### config.mk
export PLATFORM = sky130hd
export DESIGN_NAME = snes_glue_top
export DESIGN_NICKNAME = d
export VERILOG_FILES = /design/src/common/snes_pkg.sv /design/src/cart/cart_chip_detect.sv /design/src/cart/cart_header_snoop.sv /design/src/hdl/snes_config_regs.sv /design/src/hdl/snes_glue_top.sv /design/src/mem/mem_req_tracker.sv /design/src/mem/rom_req_port.sv
export SDC_FILE = /design/constraint.sdc
export NUM_CORES = 1
export LEC_CHECK = 0
export ABC_CLOCK_PERIOD_IN_PS = 6800
export BUFFER_PORTS_ARGS = -buffer_cell sky130_fd_sc_hd__buf_2
export CELL_PAD_IN_SITES_DETAIL_PLACEMENT = 0
export CELL_PAD_IN_SITES_GLOBAL_PLACEMENT = 1
export CORE_ASPECT_RATIO = 0.7
export CORE_MARGIN = 5
export CORE_UTILIZATION = 37
export CTS_CLUSTER_SIZE = 16
export DETAILED_ROUTE_END_ITERATION = 8
export GPL_TIMING_DRIVEN = 0
export PLACE_DENSITY = 0.95
export SLEW_MARGIN = 20
export SYNTH_ARGS = -nofsm -noshare
export SYNTH_HDL_FRONTEND = slang
export SYNTH_SLANG_ARGS = --single-unit
### constraint.sdc
create_clock -name clk_sys -period 6.8 [get_ports clk_sys]
set_input_delay 0.34 -clock clk_sys [delete_from_list [all_inputs] [get_ports clk_sys]]
set_output_delay 0.34 -clock clk_sys [all_outputs]
set_load 0.005 [all_outputs]
### src/common/snes_pkg.sv
//==========================================================================
// Shared definitions for the console memory glue
// Memory widths, cartridge header offsets, bank prefixes, chip codes
// and the structs passed between the blocks
//==========================================================================

package snes_pkg;

	// Address widths from the console memory map
	localparam int ROM_AW   = 23;
	localparam int WRAM_AW  = 17;
	localparam int ARAM_AW  = 16;
	localparam int BSRAM_AW = 20;
	localparam int IOCTL_AW = 25;

	// Header byte offsets within the header bank
	localparam logic [IOCTL_AW-1:0] HDR_MAPPER_OFS  = 25'h0007FD4;
	localparam logic [IOCTL_AW-1:0] HDR_TYPE_OFS    = 25'h0007FD6;
	localparam logic [IOCTL_AW-1:0] HDR_RAMSZ_OFS   = 25'h0007FD8;
	localparam logic [IOCTL_AW-1:0] HDR_COMPANY_OFS = 25'h0007FDA;

	// Bank prefix per mapping, ORed onto the offsets
	localparam logic [IOCTL_AW-1:0] HDR_PREFIX_LO   = 25'h0000000;
	localparam logic [IOCTL_AW-1:0] HDR_PREFIX_HI   = 25'h0008000;
	localparam logic [IOCTL_AW-1:0] HDR_PREFIX_EXHI = 25'h0408000;

	// Coprocessor codes, upper nibble of rom_type
	localparam logic [3:0] CHIP_DSP1 = 4'h8;
	localparam logic [3:0] CHIP_DSP2 = 4'h9;
	localparam logic [3:0] CHIP_DSP3 = 4'hA;
	localparam logic [3:0] CHIP_DSP4 = 4'hB;

	typedef enum logic [1:0] {
		MAP_LOROM   = 2'd0,
		MAP_HIROM   = 2'd1,
		MAP_EXHIROM = 2'd2
	} rom_map_e;

	// Download port from the host
	typedef struct packed {
		logic                wr;
		logic [IOCTL_AW-1:0] addr;
		logic [15:0]         dout;
		logic                download;
	} ioctl_t;

	typedef struct packed {
		rom_map_e mapping;
		logic     pal;
		logic     blend;
	} cart_cfg_t;

	// Captured cartridge header fields
	typedef struct packed {
		logic [7:0] mapper;
		logic [7:0] cart_type;
		logic [3:0] rom_size;
		logic [3:0] ram_size;
		logic [7:0] company;
	} cart_hdr_t;

	typedef struct packed {
		logic [23:0] addr;
		logic        ce;
		logic        word;
	} rom_cpu_t;

	typedef struct packed {
		logic [ROM_AW-1:0] addr;
		logic [15:0]       din;
		logic              we;
		logic              req;
	} rom_mem_t;

	// RAM payloads, one per tracker
	typedef struct packed {
		logic [WRAM_AW-1:0] addr;
		logic [7:0]         data;
	} wram_pl_t;

	typedef struct packed {
		logic [ARAM_AW-1:0] addr;
		logic [7:0]         data;
	} aram_pl_t;

	typedef struct packed {
		logic [BSRAM_AW-1:0] addr;
		logic [7:0]          data;
	} bsram_pl_t;

endpackage

### src/cart/cart_chip_detect.sv
//==========================================================================
// Coprocessor classification from the captured header
// Produces the ROM type byte: chip code on top, mapping below
//==========================================================================

`timescale 1ns/1ns

module cart_chip_detect (
	input  logic                clk_sys,
	input  logic                reset,
	input  snes_pkg::ioctl_t    ioctl,
	input  snes_pkg::cart_cfg_t cfg,
	input  snes_pkg::cart_hdr_t hdr,
	output logic [7:0]          rom_type
);

	logic       wr_d;
	logic       dl_start;
	logic       chip_hit;
	logic [3:0] chip_code;

	// First download write of a new image
	assign dl_start = ioctl.download & (ioctl.wr ^ wr_d) & (ioctl.addr == '0);

	// Rules in priority order
	always_comb begin
		chip_hit  = 1'b1;
		chip_code = rom_type[7:4];
		if (hdr.mapper == 8'h30 && hdr.cart_type == 8'h05 && hdr.company == 8'hB2) begin
			chip_code = snes_pkg::CHIP_DSP3;
		end else if (((hdr.mapper == 8'h20 || hdr.mapper == 8'h21) && hdr.cart_type == 8'h03) ||
			(hdr.mapper == 8'h30 && hdr.cart_type == 8'h05) ||
			(hdr.mapper == 8'h31 && (hdr.cart_type == 8'h03 || hdr.cart_type == 8'h05))) begin
			chip_code = snes_pkg::CHIP_DSP1;
		end else if (hdr.mapper == 8'h20 && hdr.cart_type == 8'h05) begin
			chip_code = snes_pkg::CHIP_DSP2;
		end else if (hdr.mapper == 8'h30 && hdr.cart_type == 8'h03) begin
			chip_code = snes_pkg::CHIP_DSP4;
		end else begin
			chip_hit = 1'b0;
		end
	end

	always_ff @(posedge clk_sys) begin
		if (reset) begin
			wr_d     <= 1'b0;
			rom_type <= 8'h00;
		end else begin
			wr_d <= ioctl.wr;
			if (dl_start) begin
				rom_type <= {6'd0, cfg.mapping};
			end else if (!ioctl.download) begin
				rom_type[1:0] <= cfg.mapping;
				if (chip_hit) begin
					rom_type[7:4] <= chip_code;
				end
			end
		end
	end

endmodule

### src/cart/cart_header_snoop.sv
//==========================================================================
// Cartridge header capture during download
// Mapper, type, size and company fields plus ROM and RAM address masks
//==========================================================================

`timescale 1ns/1ns

module cart_header_snoop (
	input  logic                clk_sys,
	input  logic                reset,
	input  snes_pkg::ioctl_t    ioctl,
	input  snes_pkg::cart_cfg_t cfg,
	output snes_pkg::cart_hdr_t hdr,
	output logic [23:0]         rom_mask,
	output logic [23:0]         ram_mask
);

	logic                          wr_d;
	logic                          dl_write;
	logic [snes_pkg::IOCTL_AW-1:0] hdr_prefix;
	logic [3:0]                    rom_shift;

	// Header bank depends on the selected mapping
	always_comb begin
		case (cfg.mapping)
			snes_pkg::MAP_HIROM:   hdr_prefix = snes_pkg::HDR_PREFIX_HI;
			snes_pkg::MAP_EXHIROM: hdr_prefix = snes_pkg::HDR_PREFIX_EXHI;
			default:               hdr_prefix = snes_pkg::HDR_PREFIX_LO;
		endcase
	end

	assign dl_write  = ioctl.download & (ioctl.wr ^ wr_d);
	// Sizes below 7 are bogus headers, assume 4 MB
	assign rom_shift = (hdr.rom_size < 4'd7) ? 4'd12 : hdr.rom_size;

	always_ff @(posedge clk_sys) begin
		if (reset) begin
			wr_d     <= 1'b0;
			hdr      <= '0;
			rom_mask <= '0;
			ram_mask <= '0;
		end else begin
			wr_d <= ioctl.wr;
			if (dl_write) begin
				if (ioctl.addr == '0) begin
					hdr.ram_size <= 4'h0;
				end
				if (ioctl.addr == (hdr_prefix | snes_pkg::HDR_MAPPER_OFS)) begin
					hdr.mapper <= ioctl.dout[15:8];
				end
				if (ioctl.addr == (hdr_prefix | snes_pkg::HDR_TYPE_OFS)) begin
					hdr.cart_type <= ioctl.dout[7:0];
					hdr.rom_size  <= ioctl.dout[11:8];
				end
				if (ioctl.addr == (hdr_prefix | snes_pkg::HDR_RAMSZ_OFS)) begin
					hdr.ram_size <= ioctl.dout[3:0];
				end
				if (ioctl.addr == (hdr_prefix | snes_pkg::HDR_COMPANY_OFS)) begin
					hdr.company <= ioctl.dout[7:0];
				end

				// Masks lag the fields by one write
				rom_mask <= (24'd1024 << rom_shift) - 24'd1;
				if (hdr.ram_size == 4'h0) begin
					ram_mask <= 24'd0;
				end else begin
					ram_mask <= (24'd1024 << hdr.ram_size) - 24'd1;
				end
			end
		end
	end

endmodule

### src/hdl/snes_config_regs.sv
//==========================================================================
// Status word decode into the registered cartridge configuration
//==========================================================================

`timescale 1ns/1ns

module snes_config_regs (
	input  logic                clk_sys,
	input  logic                reset,
	input  logic [31:0]         status,
	input  logic                download,
	output snes_pkg::cart_cfg_t cfg
);

	// Host menu bits
	logic [1:0] map_sel;
	logic       region_pal;
	logic       blend_off;

	assign map_sel    = status[2:1];
	assign region_pal = status[14];
	assign blend_off  = status[16];

	always_ff @(posedge clk_sys) begin
		if (reset) begin
			cfg.mapping <= snes_pkg::MAP_LOROM;
			cfg.pal     <= 1'b0;
			cfg.blend   <= 1'b1;
		end else begin
			cfg.mapping <= snes_pkg::rom_map_e'(map_sel);
			cfg.blend   <= ~blend_off;
			// Region only changes between downloads
			if (!download) begin
				cfg.pal <= region_pal;
			end
		end
	end

endmodule

### src/hdl/snes_glue_top.sv
//==========================================================================
// Glue top level between the console core and the SDRAM controller
// Configuration registers, cartridge header logic, ROM port and
// the work, audio and backup RAM request trackers
//==========================================================================

`timescale 1ns/1ns

module snes_glue_top (
	input  logic                 clk_sys,
	input  logic                 reset,
	input  logic [31:0]          status,
	input  snes_pkg::ioctl_t     ioctl,
	input  snes_pkg::rom_cpu_t   rom_cpu,
	input  logic [15:0]          rom_dout,
	input  snes_pkg::wram_pl_t   wram_pl_in,
	input  logic                 wram_rd,
	input  logic                 wram_wr,
	input  snes_pkg::aram_pl_t   aram_pl_in,
	input  logic                 aram_rd,
	input  logic                 aram_wr,
	input  snes_pkg::bsram_pl_t  bsram_pl_in,
	input  logic                 bsram_rd,
	input  logic                 bsram_wr,
	output snes_pkg::cart_cfg_t  cfg,
	output logic [7:0]           rom_type,
	output logic [23:0]          rom_mask,
	output logic [23:0]          ram_mask,
	output snes_pkg::rom_mem_t   rom_mem,
	output logic [15:0]          rom_q,
	output snes_pkg::wram_pl_t   wram_pl_out,
	output logic                 wram_req,
	output logic                 wram_we,
	output snes_pkg::aram_pl_t   aram_pl_out,
	output logic                 aram_req,
	output logic                 aram_we,
	output snes_pkg::bsram_pl_t  bsram_pl_out,
	output logic                 bsram_req,
	output logic                 bsram_we
);

	snes_pkg::cart_hdr_t hdr;

	//==========================================================================
	// Cartridge configuration and header
	//==========================================================================

	snes_config_regs i_config_regs (
		.clk_sys  (clk_sys),
		.reset    (reset),
		.status   (status),
		.download (ioctl.download),
		.cfg      (cfg)
	);

	cart_header_snoop i_header_snoop (
		.clk_sys  (clk_sys),
		.reset    (reset),
		.ioctl    (ioctl),
		.cfg      (cfg),
		.hdr      (hdr),
		.rom_mask (rom_mask),
		.ram_mask (ram_mask)
	);

	cart_chip_detect i_chip_detect (
		.clk_sys  (clk_sys),
		.reset    (reset),
		.ioctl    (ioctl),
		.cfg      (cfg),
		.hdr      (hdr),
		.rom_type (rom_type)
	);

	//==========================================================================
	// Memory request ports
	//==========================================================================

	rom_req_port i_rom_port (
		.clk_sys  (clk_sys),
		.reset    (reset),
		.ioctl    (ioctl),
		.rom_cpu  (rom_cpu),
		.rom_dout (rom_dout),
		.rom_mem  (rom_mem),
		.rom_q    (rom_q)
	);

	mem_req_tracker #(.payload_t(snes_pkg::wram_pl_t)) i_wram_tracker (
		.clk_sys (clk_sys),
		.reset   (reset),
		.rd      (wram_rd),
		.wr      (wram_wr),
		.pl_in   (wram_pl_in),
		.pl_out  (wram_pl_out),
		.req     (wram_req),
		.we      (wram_we)
	);

	mem_req_tracker #(.payload_t(snes_pkg::aram_pl_t)) i_aram_tracker (
		.clk_sys (clk_sys),
		.reset   (reset),
		.rd      (aram_rd),
		.wr      (aram_wr),
		.pl_in   (aram_pl_in),
		.pl_out  (aram_pl_out),
		.req     (aram_req),
		.we      (aram_we)
	);

	mem_req_tracker #(.payload_t(snes_pkg::bsram_pl_t)) i_bsram_tracker (
		.clk_sys (clk_sys),
		.reset   (reset),
		.rd      (bsram_rd),
		.wr      (bsram_wr),
		.pl_in   (bsram_pl_in),
		.pl_out  (bsram_pl_out),
		.req     (bsram_req),
		.we      (bsram_we)
	);

endmodule

### src/mem/mem_req_tracker.sv
//==========================================================================
// RAM request tracker
// Turns CPU read and write levels into a toggle request with a
// captured payload and a write flag
//==========================================================================

`timescale 1ns/1ns

module mem_req_tracker #(
	parameter type payload_t = snes_pkg::wram_pl_t
) (
	input  logic     clk_sys,
	input  logic     reset,
	input  logic     rd,
	input  logic     wr,
	input  payload_t pl_in,
	output payload_t pl_out,
	output logic     req,
	output logic     we
);

	logic rd_d;
	logic trigger;

	// we doubles as the delayed write level
	assign trigger = (rd & ~rd_d) | (wr & ~we) |
		((rd | wr) & (pl_in.addr != pl_out.addr));

	always_ff @(posedge clk_sys) begin
		if (reset) begin
			rd_d <= 1'b0;
			we   <= 1'b0;
			req  <= 1'b0;
		end else begin
			rd_d <= rd;
			we   <= wr;
			if (trigger) begin
				req <= ~req;
			end
		end
	end

	// Address starts at all ones so the first access always fires
	always_ff @(posedge clk_sys) begin
		if (reset) begin
			pl_out.addr <= '1;
		end else if (trigger) begin
			pl_out.addr <= pl_in.addr;
		end
	end

	always_ff @(posedge clk_sys) begin
		if (trigger) begin
			pl_out.data <= pl_in.data;
		end
	end

endmodule

### src/mem/rom_req_port.sv
//==========================================================================
// ROM port requests for download writes and CPU reads
// Read data byte swap for odd single-byte accesses
//==========================================================================

`timescale 1ns/1ns

module rom_req_port (
	input  logic               clk_sys,
	input  logic               reset,
	input  snes_pkg::ioctl_t   ioctl,
	input  snes_pkg::rom_cpu_t rom_cpu,
	input  logic [15:0]        rom_dout,
	output snes_pkg::rom_mem_t rom_mem,
	output logic [15:0]        rom_q
);

	logic                        wr_d;
	logic                        dl_write;
	logic                        cpu_new;
	logic [snes_pkg::ROM_AW-1:0] cpu_word_addr;

	assign cpu_word_addr = rom_cpu.addr[23:1];
	assign dl_write      = ioctl.download & (ioctl.wr ^ wr_d);
	assign cpu_new       = ~ioctl.download & rom_cpu.ce & (cpu_word_addr != rom_mem.addr);

	always_ff @(posedge clk_sys) begin
		if (reset) begin
			wr_d        <= 1'b0;
			rom_mem.req <= 1'b0;
			rom_mem.we  <= 1'b0;
			rom_mem.addr <= '1;
		end else begin
			wr_d       <= ioctl.wr;
			rom_mem.we <= ioctl.download;
			if (dl_write) begin
				rom_mem.req  <= ~rom_mem.req;
				rom_mem.addr <= ioctl.addr[23:1];
			end else if (cpu_new) begin
				rom_mem.req  <= ~rom_mem.req;
				rom_mem.addr <= cpu_word_addr;
			end
		end
	end

	// Write data only matters during a download
	always_ff @(posedge clk_sys) begin
		if (dl_write) begin
			rom_mem.din <= ioctl.dout;
		end
	end

	// Odd byte reads want the high byte on the low lane
	assign rom_q = (rom_cpu.word || !rom_cpu.addr[0]) ? rom_dout :
		{rom_dout[7:0], rom_dout[15:8]};

endmodule

== Word-level counts from Yosys, hierarchy flattened ==
Cells that the tools add are included.

* Add/subtract/negate cells: 2
* $mul: 0
* Divide/modulo/power cells: 0
* Magnitude comparators: 1
* Equality and inequality tests: 18
* Shift-type cells: 2
* Muxes and demuxes: 20
* Bitwise operators: 35
* Reductions and logical operators: 23

{| class="wikitable"
|+ Operators by type and width
! kind !! number
|-
| 25-bit equality test || 3
|-
| 11-bit by 4-bit left shift with 24-bit output, first input constant || 2
|-
| 24-bit by 1-bit subtractor with 24-bit output, second input constant || 2
|-
| 23-bit two-way mux || 2
|-
| 23-bit case mux with 2 select lines || 1
|-
| 8-bit by 6-bit equality test with 1-bit output, second input constant || 4
|-
| 4-bit two-way mux || 7
|-
| 25-bit by 23-bit equality test with 1-bit output || 1
|-
| 25-bit zero test || 1
|-
| 24-bit two-way mux || 1
|-
| 23-bit inequality test || 1
|-
| 20-bit inequality test || 1
|-
| 17-bit inequality test || 1
|-
| 16-bit two-way mux || 1
|-
| 16-bit inequality test || 1
|-
| 1-bit bitwise AND || 13
|-
| 1-bit NOT || 12
|-
| 1-bit bitwise OR || 9
|-
| 8-bit by 2-bit equality test with 1-bit output, second input constant || 1
|-
| 8-bit by 3-bit equality test with 1-bit output, second input constant || 1
|-
| 8-bit equality test, second input constant || 1
|-
| 2-bit AND reduction || 4
|-
| 1-bit logical AND || 6
|-
| 1-bit two-way mux || 6
|-
| other kinds (13) || 19
|}

* Flip-flop bits (word level): 218
* Bits in latches: 0
* RAM bits: 0
* ROM bits: 0
* Input port bits: 202
* Output and inout port bits: 200
* Logic and storage cells: 133
* Memories kept: 0

== Depth between registers and ports, before layout ==
Gate-level depths: netlist of run 1.

* Word-level depth: 8
* Gate-level depth with buffers: 9
* Depth with buffers taken out: 8

== Modules after synthesis ==
A second synthesis of run 1 with hierarchy kept.

* Cell total of the unflattened synthesis: 990
* Area total of the unflattened synthesis: 9,345.2 µm²

{| class="wikitable"
|+ By module, submodules not included
! module !! instances !! cells each !! area an instance (µm²) !! sequential area each (µm²)
|-
| cart_header_snoop || 1 || 323 || 2,842.7 || 1,261.2
|-
| rom_req_port || 1 || 247 || 2,142.1 || 1,001.0
|-
| mem_req_tracker at i_bsram_tracker || 1 || 134 || 1,388.8 || 700.7
|-
| mem_req_tracker at i_wram_tracker || 1 || 117 || 1,233.7 || 640.6
|-
| mem_req_tracker at i_aram_tracker || 1 || 111 || 1,182.4 || 620.6
|-
| cart_chip_detect || 1 || 49 || 442.9 || 120.1
|-
| snes_config_regs || 1 || 9 || 112.6 || 80.1
|}

== Worst setup path before layout of run 1 ==
Ideal clock, no wire load.

* Path kind: reg-to-reg
* Start point: register i_config_regs.cfg[2] (netlist name)
* End point: register i_header_snoop.hdr[12] (netlist name)
* Setup time: 0.128 ns
* Data arrival time: 2.314 ns
* Required time: 6.672 ns
* Path slack: 4.359 ns
* Cell stages (with the launch flop): 10
* Buffers on the path: 1
* Clock period less this slack: 2.441 ns
* Cells stage by stage: dfxtp_1 inv_1 ha_1 xor2_1 or4_1 or4_4 nor2_8 buf_8 mux2i_1 nor2_1

* Cells in the longest elaborated chain, start to end: 4

{| class="wikitable"
|+ Ends and longest elaborated chain
! what !! RTL line !! RTL
|-
| 2-bit equality test / 2-bit by 1-bit equality test with 1-bit output (equally long branches) || cart_header_snoop.sv:25 || <nowiki>case (cfg.mapping)</nowiki>
|-
| 23-bit case mux with 2 select lines (*) || cart_header_snoop.sv:25 ||
|-
| 25-bit equality test (*) || cart_header_snoop.sv:51 || <nowiki>if (ioctl.addr == (hdr_prefix | snes_pkg::HDR_TYPE_OFS)) begin</nowiki>
|-
| 2-bit AND reduction (no source line) (*) || -- ||
|}

Mark *: on every way between the ends. The rest lies on a longest branch, timed or not.
A chain may end at the register's enable or synchronous reset.

== Worst setup path after layout of run 1 ==
* Start point: register i_wram_tracker.pl_out[24] in the netlist's numbering
* End point: register i_wram_tracker.pl_out[7] in the netlist's numbering (enable)

* Cells in the longest elaborated chain, start to end: 3

{| class="wikitable"
|+ Ends and longest elaborated chain
! what !! RTL line !! RTL
|-
| start: declaration || mem_req_tracker.sv:17 || <nowiki>output payload_t pl_out,</nowiki>
|-
| 17-bit inequality test || mem_req_tracker.sv:27 || <nowiki>((rd | wr) & (pl_in.addr != pl_out.addr));</nowiki>
|-
| 1-bit bitwise AND || mem_req_tracker.sv:27 ||
|-
| 1-bit bitwise OR || mem_req_tracker.sv:26 || <nowiki>assign trigger = (rd & ~rd_d) | (wr & ~we) |</nowiki>
|-
| net i_wram_tracker.trigger || mem_req_tracker.sv:23 || <nowiki>logic trigger;</nowiki>
|}

The timed path passes the listed nets, and every way through them passes these cells.

==> run_results.csv, run 1 <==
group,metric,value,unit
power,power_frac_clock,0.383,
power,power.switching,821,µW
clock_network,cts_sinks,199,
synth,yosys.cell_types.count,44,
clock_network,ctsResizeCount,0,
drt,first_iter_violations,383,
hold_path,hp-class,"primary input to flip-flop",
power,internal_power,1.99,mW
clock_network,post_cts_buffers,0,
critical_path,required,6.98,ns
power,p_comb_frac,0.147,
clock_network,cts_tree,"yes",
synth,synthFlopType,"dfxtp_1",
critical_path,criticalPathCategory,"flip-flop to flip-flop",
drt,wl_per_cell,18.3,µm
place,placedCellCount,1665,
grt,grt_pass1_vias,8575,
sta,rsz0062_at_grt,"no",
sta,min_period_over_period,0.399,
clock_network,clock-root-buffer,"clkbuf_16",
place,gp_congestion,0.934,
critical_path,cp_max_fo,10,
run_status,status,"complete, no violations",
final_layout,area_growth,32.2,%
sta,fin_crit,2.71,ns
clock_network,clock_latency,0.45,ns
place,hpwl,24700,µm
final_layout,final_cells,1698,
final_layout,fin_util,0.499,
floorplanning,placement_rows,47,
synth,syn_avg_cell_area,9.18,µm²
hold_path,min_path_cells,2,
synth,syn_inst,977,
synth,yosysSeqAreaShare,0.489,
clock_network,cts_buffers,17,
drt,dr.pass1.iters,5,
floorplanning,die_w,196,µm
drt,drt-vias-per-instance,5.11,
clock_network,holdBufCountCts,0,
hold_path,min_from,"status[16]",
power,p_seq_frac,0.470,
sta,drv_slew,0,
sta,tightest_slew,0.909,ns
drt,vias,8683,
floorplanning,die_h,140,µm
place,port_buffers,367,
sta,fmax,0.368,GHz
grt,grt_pass1_wl,48200,µm
sta,final.setup.worst_slack,4.09,ns
power,powerDensity,237,nW/µm²
grt,grt_start_max_net_pins,26,
drt,ant_nets,0,
critical_path,arrival,2.89,ns
power,p_sw_frac,0.292,
final_layout,fin_nets,1571,
hold_path,whs_endpoint,"i_config_regs.cfg[0]",
power,ir_worst_vdd,163,µV
clock_network,h-tree-depth,4,
drt,wirelength,31100,µm
synth,ys_warn_count,0,
critical_path,r2r_setup_slack,4.09,ns
critical_path,start_kind,"flip-flop",
drt,drcViolationCount,0,
synth,async_flop_share,0,
critical_path,r2r_end,"i_wram_tracker.pl_out[7]",
grt,antenna_found_initial,2,
power,p_leak,5.06,nW
critical_path,end_kind,"flip-flop",
clock_network,cts.path.max_buffers,2,
clock_network,clkTransAtPathRegs,0.08,ns
final_layout,drive_gt1_frac,0.315,
synth,synth_area,8970,µm²
floorplanning,die_area,27500,µm²
floorplanning,pin_count,402,
place,pre_cts_slack,4.05,ns
sta,slew_headroom,0.389,
critical_path,r2r-start,"i_wram_tracker.pl_out[24]",
sta,tns,0,ns
floorplanning,start_util,0.378,
grt,grtUsageTotal,0.219,
synth,synth_edf_count,40,
sta,finalHoldViolCount,0,
job,maxCapViolCount,0,
synth,synth_seq_cells,199,
critical_path,worstRegToRegCells,8,
sta,skew,0.0150,ns
grt,grt_overflow,0,
floorplanning,coreArea,23800,µm²
sta,setup_violations,0,
## worst max-delay path by stage
stage,slack (ns),startpoint,to,depth (start not counted)
2_1_floorplan,4.36,i_config_regs.cfg[2],i_header_snoop.hdr[12],9
3_3_place_gp,3.69,ioctl[0],i_rom_port.rom_mem[10],5
3_5_place_dp,4.05,wram_pl_in[24],i_wram_tracker.pl_out[0],9
4_1_cts,4.04,i_bsram_tracker.pl_out[16],i_bsram_tracker.pl_out[2],7
5_1_grt,3.85,i_rom_port.rom_mem[23],i_rom_port.rom_mem[38],7
6_report,4.09,i_wram_tracker.pl_out[24],i_wram_tracker.pl_out[7],8
## cell type report
cell class              count  area [µm²]
diodes                      1        2.50
plain buffers              86         422
flip-flops and latches    199        4380
clock buffers              18         450
well taps                 318         398
fillers                  2283       11900
repair buffers            367        1840
clock inverters            14         184
inverters                   9        33.8
multi-input cells         686        4140
## state kept, by name, summed over array words and instances, names as in the netlist
register / count
i_header_snoop.rom_mask: 15
i_wram_tracker.pl_out: 25
i_chip_detect.rom_type: 5
i_bsram_tracker.pl_out: 28
i_bsram_tracker.rd_d: 1
i_aram_tracker.rd_d: 1
i_rom_port.rom_mem: 41
i_header_snoop.hdr: 32
i_wram_tracker.rd_d: 1
i_config_regs.cfg: 4
i_aram_tracker.pl_out: 24
i_wram_tracker.req: 1
i_rom_port.wr_d: 1
i_wram_tracker.we: 1
i_aram_tracker.we: 1
i_header_snoop.ram_mask: 15
i_bsram_tracker.req: 1
i_bsram_tracker.we: 1
i_aram_tracker.req: 1
## metal layers
layer	wire, µm	share of wire	vias up	track usage
li1	-	-	4131	-
met1	13700	0.44	4065	0.300
met2	13700	0.44	440	0.337
met3	3050	0.098	45	0.0614
met4	612	0.020	2	0.0679
met5	13	0.00042	-	0
## power groups by stage
stage,Combinational [mW],Clock (mW),Sequential [mW]
3_5_place_dp,0.411,0,1.35
4_1_cts,0.414,1.09,1.32
5_1_grt,0.452,1.14,1.33
3_3_place_gp,0.405,0,1.34
6_report,0.412,1.08,1.32
2_1_floorplan,0.190,0,1.35
## cell families (layout without fill, tap and decap cells)
kind of cell | Yosys count | in the layout | synth area share
flops | 199 | 199 | 0.489
fa+ha+maj | 3 | 3 | 0.00419
simple gates | 433 | 433 | 0.225
compound gates | 80 | 80 | 0.0568
xor+xnor | 79 | 79 | 0.0771
buf+inv | 95 | 494 | 0.0506
mux | 86 | 86 | 0.0964
other cells | 2 | 6 | 0.000837
## Yosys cell counts (2+ instances only)
cell | number | share of area
o2111ai_1 | 2 | 0.0020
mux2i_1 | 83 | 0.093
a22oi_1 | 4 | 0.0033
clkbuf_1 | 55 | 0.023
nor4_1 | 35 | 0.024
a21oi_1 | 32 | 0.018
nand2_1 | 76 | 0.032
nor2_8 | 2 | 0.0045
mux2_1 | 3 | 0.0038
nor3_1 | 59 | 0.033
nand3_1 | 20 | 0.011
inv_2 | 3 | 0.0013
o21ai_0 | 7 | 0.0039
nor4bb_1 | 2 | 0.0022
buf_4 | 21 | 0.018
xor2_1 | 20 | 0.020
buf_1 | 3 | 0.0013
edfxtp_1 | 40 | 0.13
nand2b_1 | 8 | 0.0056
nand3b_1 | 2 | 0.0017
a211oi_1 | 26 | 0.022
buf_2 | 6 | 0.0033
nor2_1 | 182 | 0.076
a311oi_1 | 2 | 0.0020
nor2b_1 | 15 | 0.010
o21a_1 | 2 | 0.0017
dfxtp_1 | 159 | 0.35
or3_1 | 2 | 0.0014
conb_1 | 2 | 0.00084
xnor2_1 | 59 | 0.058
ha_1 | 3 | 0.0042
or4_1 | 3 | 0.0025
inv_1 | 6 | 0.0025
nand4_1 | 23 | 0.016
## critical path, cell delays in order, from the launching register on
cell and delay (ns):
dfxtp_1 0.34, xnor2_1 0.31, nand4_1 0.16, nor4_1 0.38, nand3_1 0.13, a22oi_1 0.20, buf_2 0.32, buf_2 0.43
inv_2 0.19
## cells in the final DEF, fill, tap and decap left out, drive strengths merged, types with 5 or more instances in the layout
cell type / synthesis / routed
nand2: 76 / 76
a21oi: 32 / 32
nor2: 184 / 184
xnor2: 59 / 59
mux2i: 83 / 83
o21ai: 8 / 8
nand3: 20 / 20
nand4: 23 / 23
nor4: 35 / 35
nand2b: 8 / 8
clkinv: 0 / 6
a211oi: 26 / 26
inv: 9 / 16
buf: 31 / 398
nor2b: 15 / 15
dfxtp: 159 / 159
conb: 2 / 5
clkbuf: 55 / 73
xor2: 20 / 20
nor3: 60 / 60
edfxtp: 40 / 40
## metrics by stage
step / power [mW] / instance area, µm² / hold WS [ns]
after floorplan: 1.54 / 8980 / 0.414
after global placement: 1.75 / 11200 / 0.443
after detailed placement: 1.76 / 11200 / 0.448
after CTS: 2.83 / 11900 / 0.0469
after global routing: 2.92 / 11900 / 0.0388
final: 2.81 / 11900 / 0.0631
Note: power is estimated with default switching activity, not from simulation.
==> run 2, diff against run 1 <==
--- a/config.mk
+++ b/config.mk
@@ -5,17 +5,17 @@
 export SDC_FILE = /design/constraint.sdc
 export NUM_CORES = 1
 export LEC_CHECK = 0
-export ABC_CLOCK_PERIOD_IN_PS = 6800
+export ABC_CLOCK_PERIOD_IN_PS = 2600
 export BUFFER_PORTS_ARGS = -buffer_cell sky130_fd_sc_hd__buf_2
 export CELL_PAD_IN_SITES_DETAIL_PLACEMENT = 0
 export CELL_PAD_IN_SITES_GLOBAL_PLACEMENT = 1
 export CORE_ASPECT_RATIO = 0.7
 export CORE_MARGIN = 5
-export CORE_UTILIZATION = 37
+export CORE_UTILIZATION = 34
 export CTS_CLUSTER_SIZE = 16
 export DETAILED_ROUTE_END_ITERATION = 8
 export GPL_TIMING_DRIVEN = 0
-export PLACE_DENSITY = 0.95
+export PLACE_DENSITY = 0.9
 export SLEW_MARGIN = 20
 export SYNTH_ARGS = -nofsm -noshare
 export SYNTH_HDL_FRONTEND = slang
==> constraint.sdc (replaced) <==
create_clock -name clk_sys -period 2.6 [get_ports clk_sys]
set_input_delay 0.13 -clock clk_sys [delete_from_list [all_inputs] [get_ports clk_sys]]
set_output_delay 0.13 -clock clk_sys [all_outputs]
set_load 0.005 [all_outputs]
==> run 2 against run 1 <==
Combinational power rose to 3.0 times the previous value; critical path type unchanged; die area up 8.3%; hold slack worse by 0.037 ns; sequential cell count did not move; final area up 9.6%.
==> run_results.csv, run 2 (synthesis results as in run 1) <==
group,metric,value,unit
run_status,status,"complete, no violations",
critical_path,crit_chain,"inv_1 -> ha_1 -> xor2_1 -> or4_1 -> or4_4 -> nor2_8 -> clkbuf_16 -> mux2i_1 -> nor2_1",
sta,tightest_slew,0.992,ns
drt,wirelength,33100,µm
final_layout,layout_common_cells,"buf_2 (369), nor2_1 (182), dfxtp_1 (158), dlygate4sd3_1 (103), mux2i_1 (82)",
drt,ant_nets,0,
critical_path,cp_max_fo,5,
final_layout,fillers,2388,
grt,grt_start_max_net_pins,26,
place,port_buffers,367,
floorplanning,die_h,146,µm
final_layout,fin_util,0.503,
floorplanning,die_area,29800,µm²
critical_path,crit_family,"simple AND/OR/NAND/NOR gates",
critical_path,required,2.91,ns
place,hpwl,25100,µm
clock_network,cts.path.max_buffers,2,
final_layout,area_growth,44.9,%
power,power,7.35,mW
power,ir_worst_vdd,348,µV
grt,grt_pass1_vias,9102,
sta,skew,0.0141,ns
critical_path,criticalPathCategory,"flip-flop to flip-flop",
final_layout,drive_gt1_frac,0.303,
sta,setup_violations,0,
clock_network,cts_buffers,17,
drt,drt-vias-per-instance,4.93,
job,maxCapViolCount,0,
clock_network,clkTransAtPathRegs,0.08,ns
final_layout,largest_reg_flops,41,
place,gp_congestion,0.933,
clock_network,h-tree-depth,4,
place,pre_cts_slack,-0.228,ns
sta,fin_crit,2.54,ns
drt,vias,9087,
sta,fmax,0.394,GHz
drt,dr_wl_met2,14400,µm
drt,dr.pass1.iters,5,
power,powerDensity,566,nW/µm²
grt,grt_overflow,0,
hold_path,hp-class,"primary input to flip-flop",
clock_network,clock-root-buffer,"clkbuf_16",
drt,top_layer,"met5",
drt,first_iter_violations,641,
final_layout,largest-register,"i_rom_port.rom_mem",
place,placed_area,11300,µm²
critical_path,slowest_stage,"or4_1",
floorplanning,start_util,0.347,
floorplanning,coreArea,25800,µm²
drt,met1_length,14800,µm
drt,wl_per_cell,18.0,µm
clock_network,cts_tree,"yes",
grt,antenna_found_initial,2,
drt,dr_wl_met3,3070,µm
clock_network,clock_latency,0.44,ns
grt,grt_pass1_wl,50800,µm
sta,final.setup.worst_slack,0.0635,ns
final_layout,mostFrequentLayoutCell,"buf_2",
critical_path,path_buf_inv,2,
critical_path,cp_slowest_stage_delay,0.51,ns
critical_path,end_kind,"flip-flop",
grt,grtUsageTotal,0.214,
floorplanning,pin_count,402,
critical_path,arrival,2.85,ns
final_layout,multi_input_area,4180,µm²
final_layout,fin_nets,1677,
sta,finalHoldViolCount,0,
sta,drv_slew,0,
drt,drcViolationCount,0,
sta,slew_headroom,0.333,
sta,min_period_over_period,0.976,
floorplanning,die_w,204,µm
critical_path,start_kind,"flip-flop",
clock_network,cts_sinks,199,
final_layout,finalInstanceArea,13000,µm²
power,p_leak,5.51,nW
final_layout,biggestRegsByFlops,"i_rom_port.rom_mem: 41 flops, i_header_snoop.hdr: 32 flops, i_bsram_tracker.pl_out: 28 flops",
floorplanning,placement_rows,49,
final_layout,final-seq-area,4390,µm²
## run 2: cell types whose count changed in the layout (fill, tap and decap cells not counted), moves of 2 or more
cell / before / now
clkbuf_1: 54 / 50
dlygate4sd3_1: 0 / 103
nor4_1: 35 / 32
inv_12: 2 / 0
nor4_2: 0 / 3
clkbuf_4: 0 / 3
buf_4: 21 / 24
buf_2: 373 / 369
clkbuf_2: 1 / 5
## run 2: cell type report
class                           count  area share
Sequential cell                   199       0.338
Multi-Input combinational cell    686       0.322
Timing Repair Buffer              473       0.224
Tap cell                          357      0.0344
Buffer                             86      0.0340
Clock buffer                       18      0.0338
Clock inverter                     14      0.0120
Inverter                            9     0.00260
Antenna cell                        1    0.000193
## run 2: through the flow
step,hold slack (ns),std cells,setup TNS [ns]
2_1_floorplan,0.204,980,0
3_3_place_gp,0.305,1704,-7.92
3_5_place_dp,0.308,1704,-4.85
4_1_cts,0.00526,1839,0
5_1_grt,0.0347,1843,-0.729
6_report,0.0260,1843,0
## run 2: report_power, final
part / switching, mW / total (mW) / internal [mW]
sequential: 0.128 / 3.45 / 3.33
combinational: 0.632 / 1.23 / 0.594
clock: 1.35 / 2.67 / 1.32
## run 2: tightest hold or removal path, cell delays in order
cell and delay [ns]:
buf_2 0.10, nor2_1 0.04, mux2i_1 0.14
## run 2: repair_timing
| action | 4_1_cts | 5_1_grt |
|---|---|---|
| hold endpoints to repair | 135 | 0 |
| pin swaps | 0 | 2 |
| endpoints found under the setup margin | 36 | 64 |
| gates resized for setup | 5 | 14 |
| hold buffers | 103 | 0 |
| setup buffers | 0 | 2 |
| gates cloned | 0 | 1 |
## run 2: path summary, 6_finish.rpt
path                                                  start                           to  slack [ns]  depth (start not counted)
worst min-delay path                         wram_pl_in[23]    i_wram_tracker.pl_out[23]        0.03                          3
worst max register to register         i_config_regs.cfg[2]       i_header_snoop.hdr[12]        0.06                          9
worst max-delay path                   i_config_regs.cfg[2]       i_header_snoop.hdr[12]        0.06                          9
worst min register to register  i_header_snoop.ram_mask[21]  i_header_snoop.ram_mask[21]        0.46                          2
## run 2: metal layers
| metal | track usage | vias up |
|---|---|---|
| met1 | 0.293 | 4220 |
| met4 | 0.0639 | 2 |
| met5 | 0 | - |
| li1 | - | 4343 |
| met2 | 0.329 | 463 |
| met3 | 0.0639 | 59 |
==> run 3, diff against run 2 <==
--- a/config.mk
+++ b/config.mk
@@ -11,12 +11,13 @@
 export CELL_PAD_IN_SITES_GLOBAL_PLACEMENT = 1
 export CORE_ASPECT_RATIO = 0.7
 export CORE_MARGIN = 5
-export CORE_UTILIZATION = 34
+export CORE_UTILIZATION = 35
 export CTS_CLUSTER_SIZE = 16
 export DETAILED_ROUTE_END_ITERATION = 8
 export GPL_TIMING_DRIVEN = 0
-export PLACE_DENSITY = 0.9
+export PLACE_DENSITY = 0.91
 export SLEW_MARGIN = 20
 export SYNTH_ARGS = -nofsm -noshare
 export SYNTH_HDL_FRONTEND = slang
+export SYNTH_HIERARCHICAL = 1
 export SYNTH_SLANG_ARGS = --single-unit
==> run 3 against run 2 <==
Clock-buffer cell count is 10 higher; non-clock buffer count grew 19; worst setup slack got worse by 0.011 ns; synthesized cell count increased by 1.3%; cell count increased by 2.6%; critical path depth is 1 lower; hold slack got worse by 0.0013 ns; maximum frequency fell by 0.45%; via count increased by 2.4%; register-to-register slack about the same; clock power increased by 15%; synthesized area up 4.2%; largest power group unchanged.
==> run_results.csv, run 3 <==
group,metric,value,unit
synth,synth_seq_cells,201,
power,powerDensity,577,nW/µm²
critical_path,cpMostUsedCell,"nor4_1",
clock_network,clock-root-buffer,"clkbuf_16",
drt,drt-vias-per-instance,4.92,
clock_network,clock_latency,0.51,ns
sta,drv_slew,0,
final_layout,biggestRegsByFlops,"i_rom_port/rom_mem: 41 flops, i_header_snoop/hdr: 32 flops, i_bsram_tracker/pl_out: 28 flops",
clock_network,cts_tree,"yes",
synth,synth_edf_count,40,
synth,synthFlopType,"dfxtp_1",
final_layout,largest_reg_flops,41,
clock_network,cts_sinks,201,
critical_path,worstRegToRegCells,8,
place,port_buffers,370,
synth,yosysMostFrequentCell,"dfxtp_1",
place,gp_congestion,0.981,
floorplanning,die_w,205,µm
sta,slew_headroom,0.559,
final_layout,area_growth,45.8,%
power,power.switching,2.08,mW
critical_path,r2r_end,"i_rom_port/rom_mem[39]",
critical_path,required,3.06,ns
clock_network,clkTransAtPathRegs,0.06,ns
hold_path,min_from,"ioctl[21]",
floorplanning,die_area,30100,µm²
synth,async_flop_share,0,
synth,yosys.cell_types.count,62,
critical_path,r2r_setup_slack,0.05,ns
floorplanning,placement_rows,50,
critical_path,path_buf_inv,2,
synth,yosysSeqAreaShare,0.473,
synth,syn_inst,990,
sta,final.setup.worst_slack,0.0521,ns
synth,synth.largest_area_cell,"dfxtp_1",
synth,syn_avg_cell_area,9.44,µm²
job,maxCapViolCount,0,
power,p_seq_frac,0.445,
sta,tightest_slew,0.655,ns
clock_network,cts.path.max_buffers,3,
grt,grt_pass1_vias,9206,
power,p_leak,5.78,nW
drt,drcViolationCount,0,
grt,grt_overflow,0,
floorplanning,pin_count,402,
final_layout,finalInstanceArea,13600,µm²
synth,ys_warn_count,6,
clock_network,h-tree-depth,1,
critical_path,r2r-start,"i_rom_port/rom_mem[21]",
sta,finalHoldViolCount,0,
critical_path,arrival,3.00,ns
critical_path,cp_max_fo,10,
hold_path,hp-class,"primary input to flip-flop",
floorplanning,start_util,0.352,
power,internal_power,5.78,mW
synth,synth_area,9350,µm²
power,p_comb_frac,0.163,
clock_network,post_cts_buffers,0,
final_layout,drive_gt1_frac,0.303,
hold_path,whs_endpoint,"i_rom_port/rom_mem[21]",
sta,skew,0.0196,ns
grt,grt_start_max_net_pins,26,
sta,min_period_over_period,0.980,
drt,vias,9303,
clock_network,cts_buffers,22,
floorplanning,die_h,147,µm
sta,setup_violations,0,
critical_path,slowest_stage,"dlygate4sd3_1",
drt,first_iter_violations,574,
grt,grtUsageTotal,0.201,
power,ir_worst_vdd,460,µV
critical_path,cp_slowest_stage_delay,0.57,ns
power,power,7.86,mW
place,placedCellCount,1727,
drt,ant_nets,0,
synth,synth_area_leaders,"dfxtp_1 (34%), edfxtp_1 (13%), mux2i_1 (9.6%)",
grt,grt_pass1_wl,49700,µm
drt,wl_per_cell,17.0,µm
drt,wirelength,32200,µm
synth,netlist_top_cells_count,"dfxtp_1 (161), nor2_1 (135), nand2_1 (121)",
final_layout,largest-register,"i_rom_port/rom_mem",
synth,synth_top_area_share,0.345,
place,placed_area,11700,µm²
place,hpwl,23300,µm
drt,dr.pass1.iters,5,
place,pre_cts_slack,0.159,ns
final_layout,final_cells,1891,
critical_path,crit_chain,"xor2_1 -> nor4_1 -> nand4_1 -> o311ai_4 -> buf_4 -> nor4_1 -> a211oi_1 -> dlygate4sd3_1",
grt,antenna_found_initial,1,
critical_path,start_kind,"flip-flop",
final_layout,fillers,2416,
hold_path,min_path_cells,3,
critical_path,criticalPathCategory,"flip-flop to flip-flop",
run_status,status,"complete, no violations",
critical_path,end_kind,"flip-flop",
final_layout,fin_nets,1715,
sta,fmax,0.392,GHz
power,power_frac_clock,0.391,
final_layout,mostFrequentLayoutCell,"buf_2",
sta,fin_crit,2.55,ns
power,p_sw_frac,0.265,
floorplanning,coreArea,26500,µm²
final_layout,layout_common_cells,"buf_2 (373), dfxtp_1 (161), nor2_1 (135), dlygate4sd3_1 (124), nand2_1 (121)",
critical_path,crit_family,"buffers and inverters",
[run 3: stage by stage]
step | util | hold slack (ns) | setup TNS, ns
5_1_grt | 0.514 | 0.0305 | -0.00485
3_3_place_gp | 0.440 | 0.301 | 0
6_report | 0.514 | 0.0247 | 0
3_5_place_dp | 0.440 | 0.308 | 0
4_1_cts | 0.513 | 0.000470 | 0
2_1_floorplan | - | 0.202 | 0
[run 3: cells by family after synthesis]
family,Yosys count,share of synthesized area
adders and majority gates,3,0.00402
buffers and inverters,95,0.0580
and+or+nand+nor,434,0.223
muxes,93,0.100
xor gates and xnor gates,83,0.0778
DFF,201,0.473
AOI/OAI and AO/OA,79,0.0627
other,2,0.000804
[run 3: cell type report]
type / instances / area, µm² / share of cell area
flip-flops and latches: 201 / 4420 / 0.325
multi-input cells: 697 / 4400 / 0.323
repair buffers: 494 / 3090 / 0.227
clock buffers: 28 / 613 / 0.0450
plain buffers: 84 / 503 / 0.0369
well taps: 364 / 455 / 0.0334
clock inverters: 12 / 98.8 / 0.00725
inverters: 10 / 37.5 / 0.00275
diodes: 1 / 2.50 / 0.000184
[run 3: worst register-to-register path, delay by kind of cell, from the launching register on]
family | cells | cell delay, ns
flip-flops | 1 | 0.33
buffers and inverters | 2 | 0.81
XOR/XNOR | 1 | 0.20
AND/OR/NAND/NOR | 3 | 0.60
AO/OA/AOI/OAI | 2 | 0.55
[run 3: metal layers]
layer  share of wire  global-route usage  vias to the layer above
met4           0.032              0.0566                        0
met1            0.43               0.271                     4336
met2            0.46               0.324                      416
met3           0.083              0.0466                       83
met5               0                   0                        -
li1                -                   -                     4468
[run 3: worst max-delay path by stage]
| stage | start | cells past startpoint | to | slack [ns] |
|---|---|---|---|---|
| after floorplan | i_config_regs/cfg[2] | 6 | i_header_snoop/hdr[0] | 0.59 |
| after global placement | i_config_regs/cfg[2] | 6 | i_header_snoop/hdr[7] | 0.17 |
| after detailed placement | i_config_regs/cfg[2] | 6 | i_header_snoop/hdr[1] | 0.16 |
| after CTS | i_rom_port/rom_mem[21] | 8 | i_rom_port/rom_mem[39] | 0.02 |
| after global routing | i_rom_port/rom_mem[21] | 8 | i_rom_port/rom_mem[39] | -0.005 |
| final | i_rom_port/rom_mem[21] | 8 | i_rom_port/rom_mem[39] | 0.05 |
[run 3: repair_timing]
item | 4_1_cts | 5_1_grt
hold buffers | 124 | 0
endpoints found under the hold margin | 153 | 0
endpoints found under the setup margin | 0 | 5
gates resized for setup | 0 | 3
[run 3: power groups by stage]
stage / registers (mW) / logic [mW] / clock network [mW]
floorplan: 3.56 / 0.530 / 0
global placement: 3.55 / 1.10 / 0
detailed placement: 3.56 / 1.11 / 0
CTS: 3.49 / 1.26 / 3.15
global route: 3.51 / 1.39 / 3.27
finish: 3.50 / 1.28 / 3.08
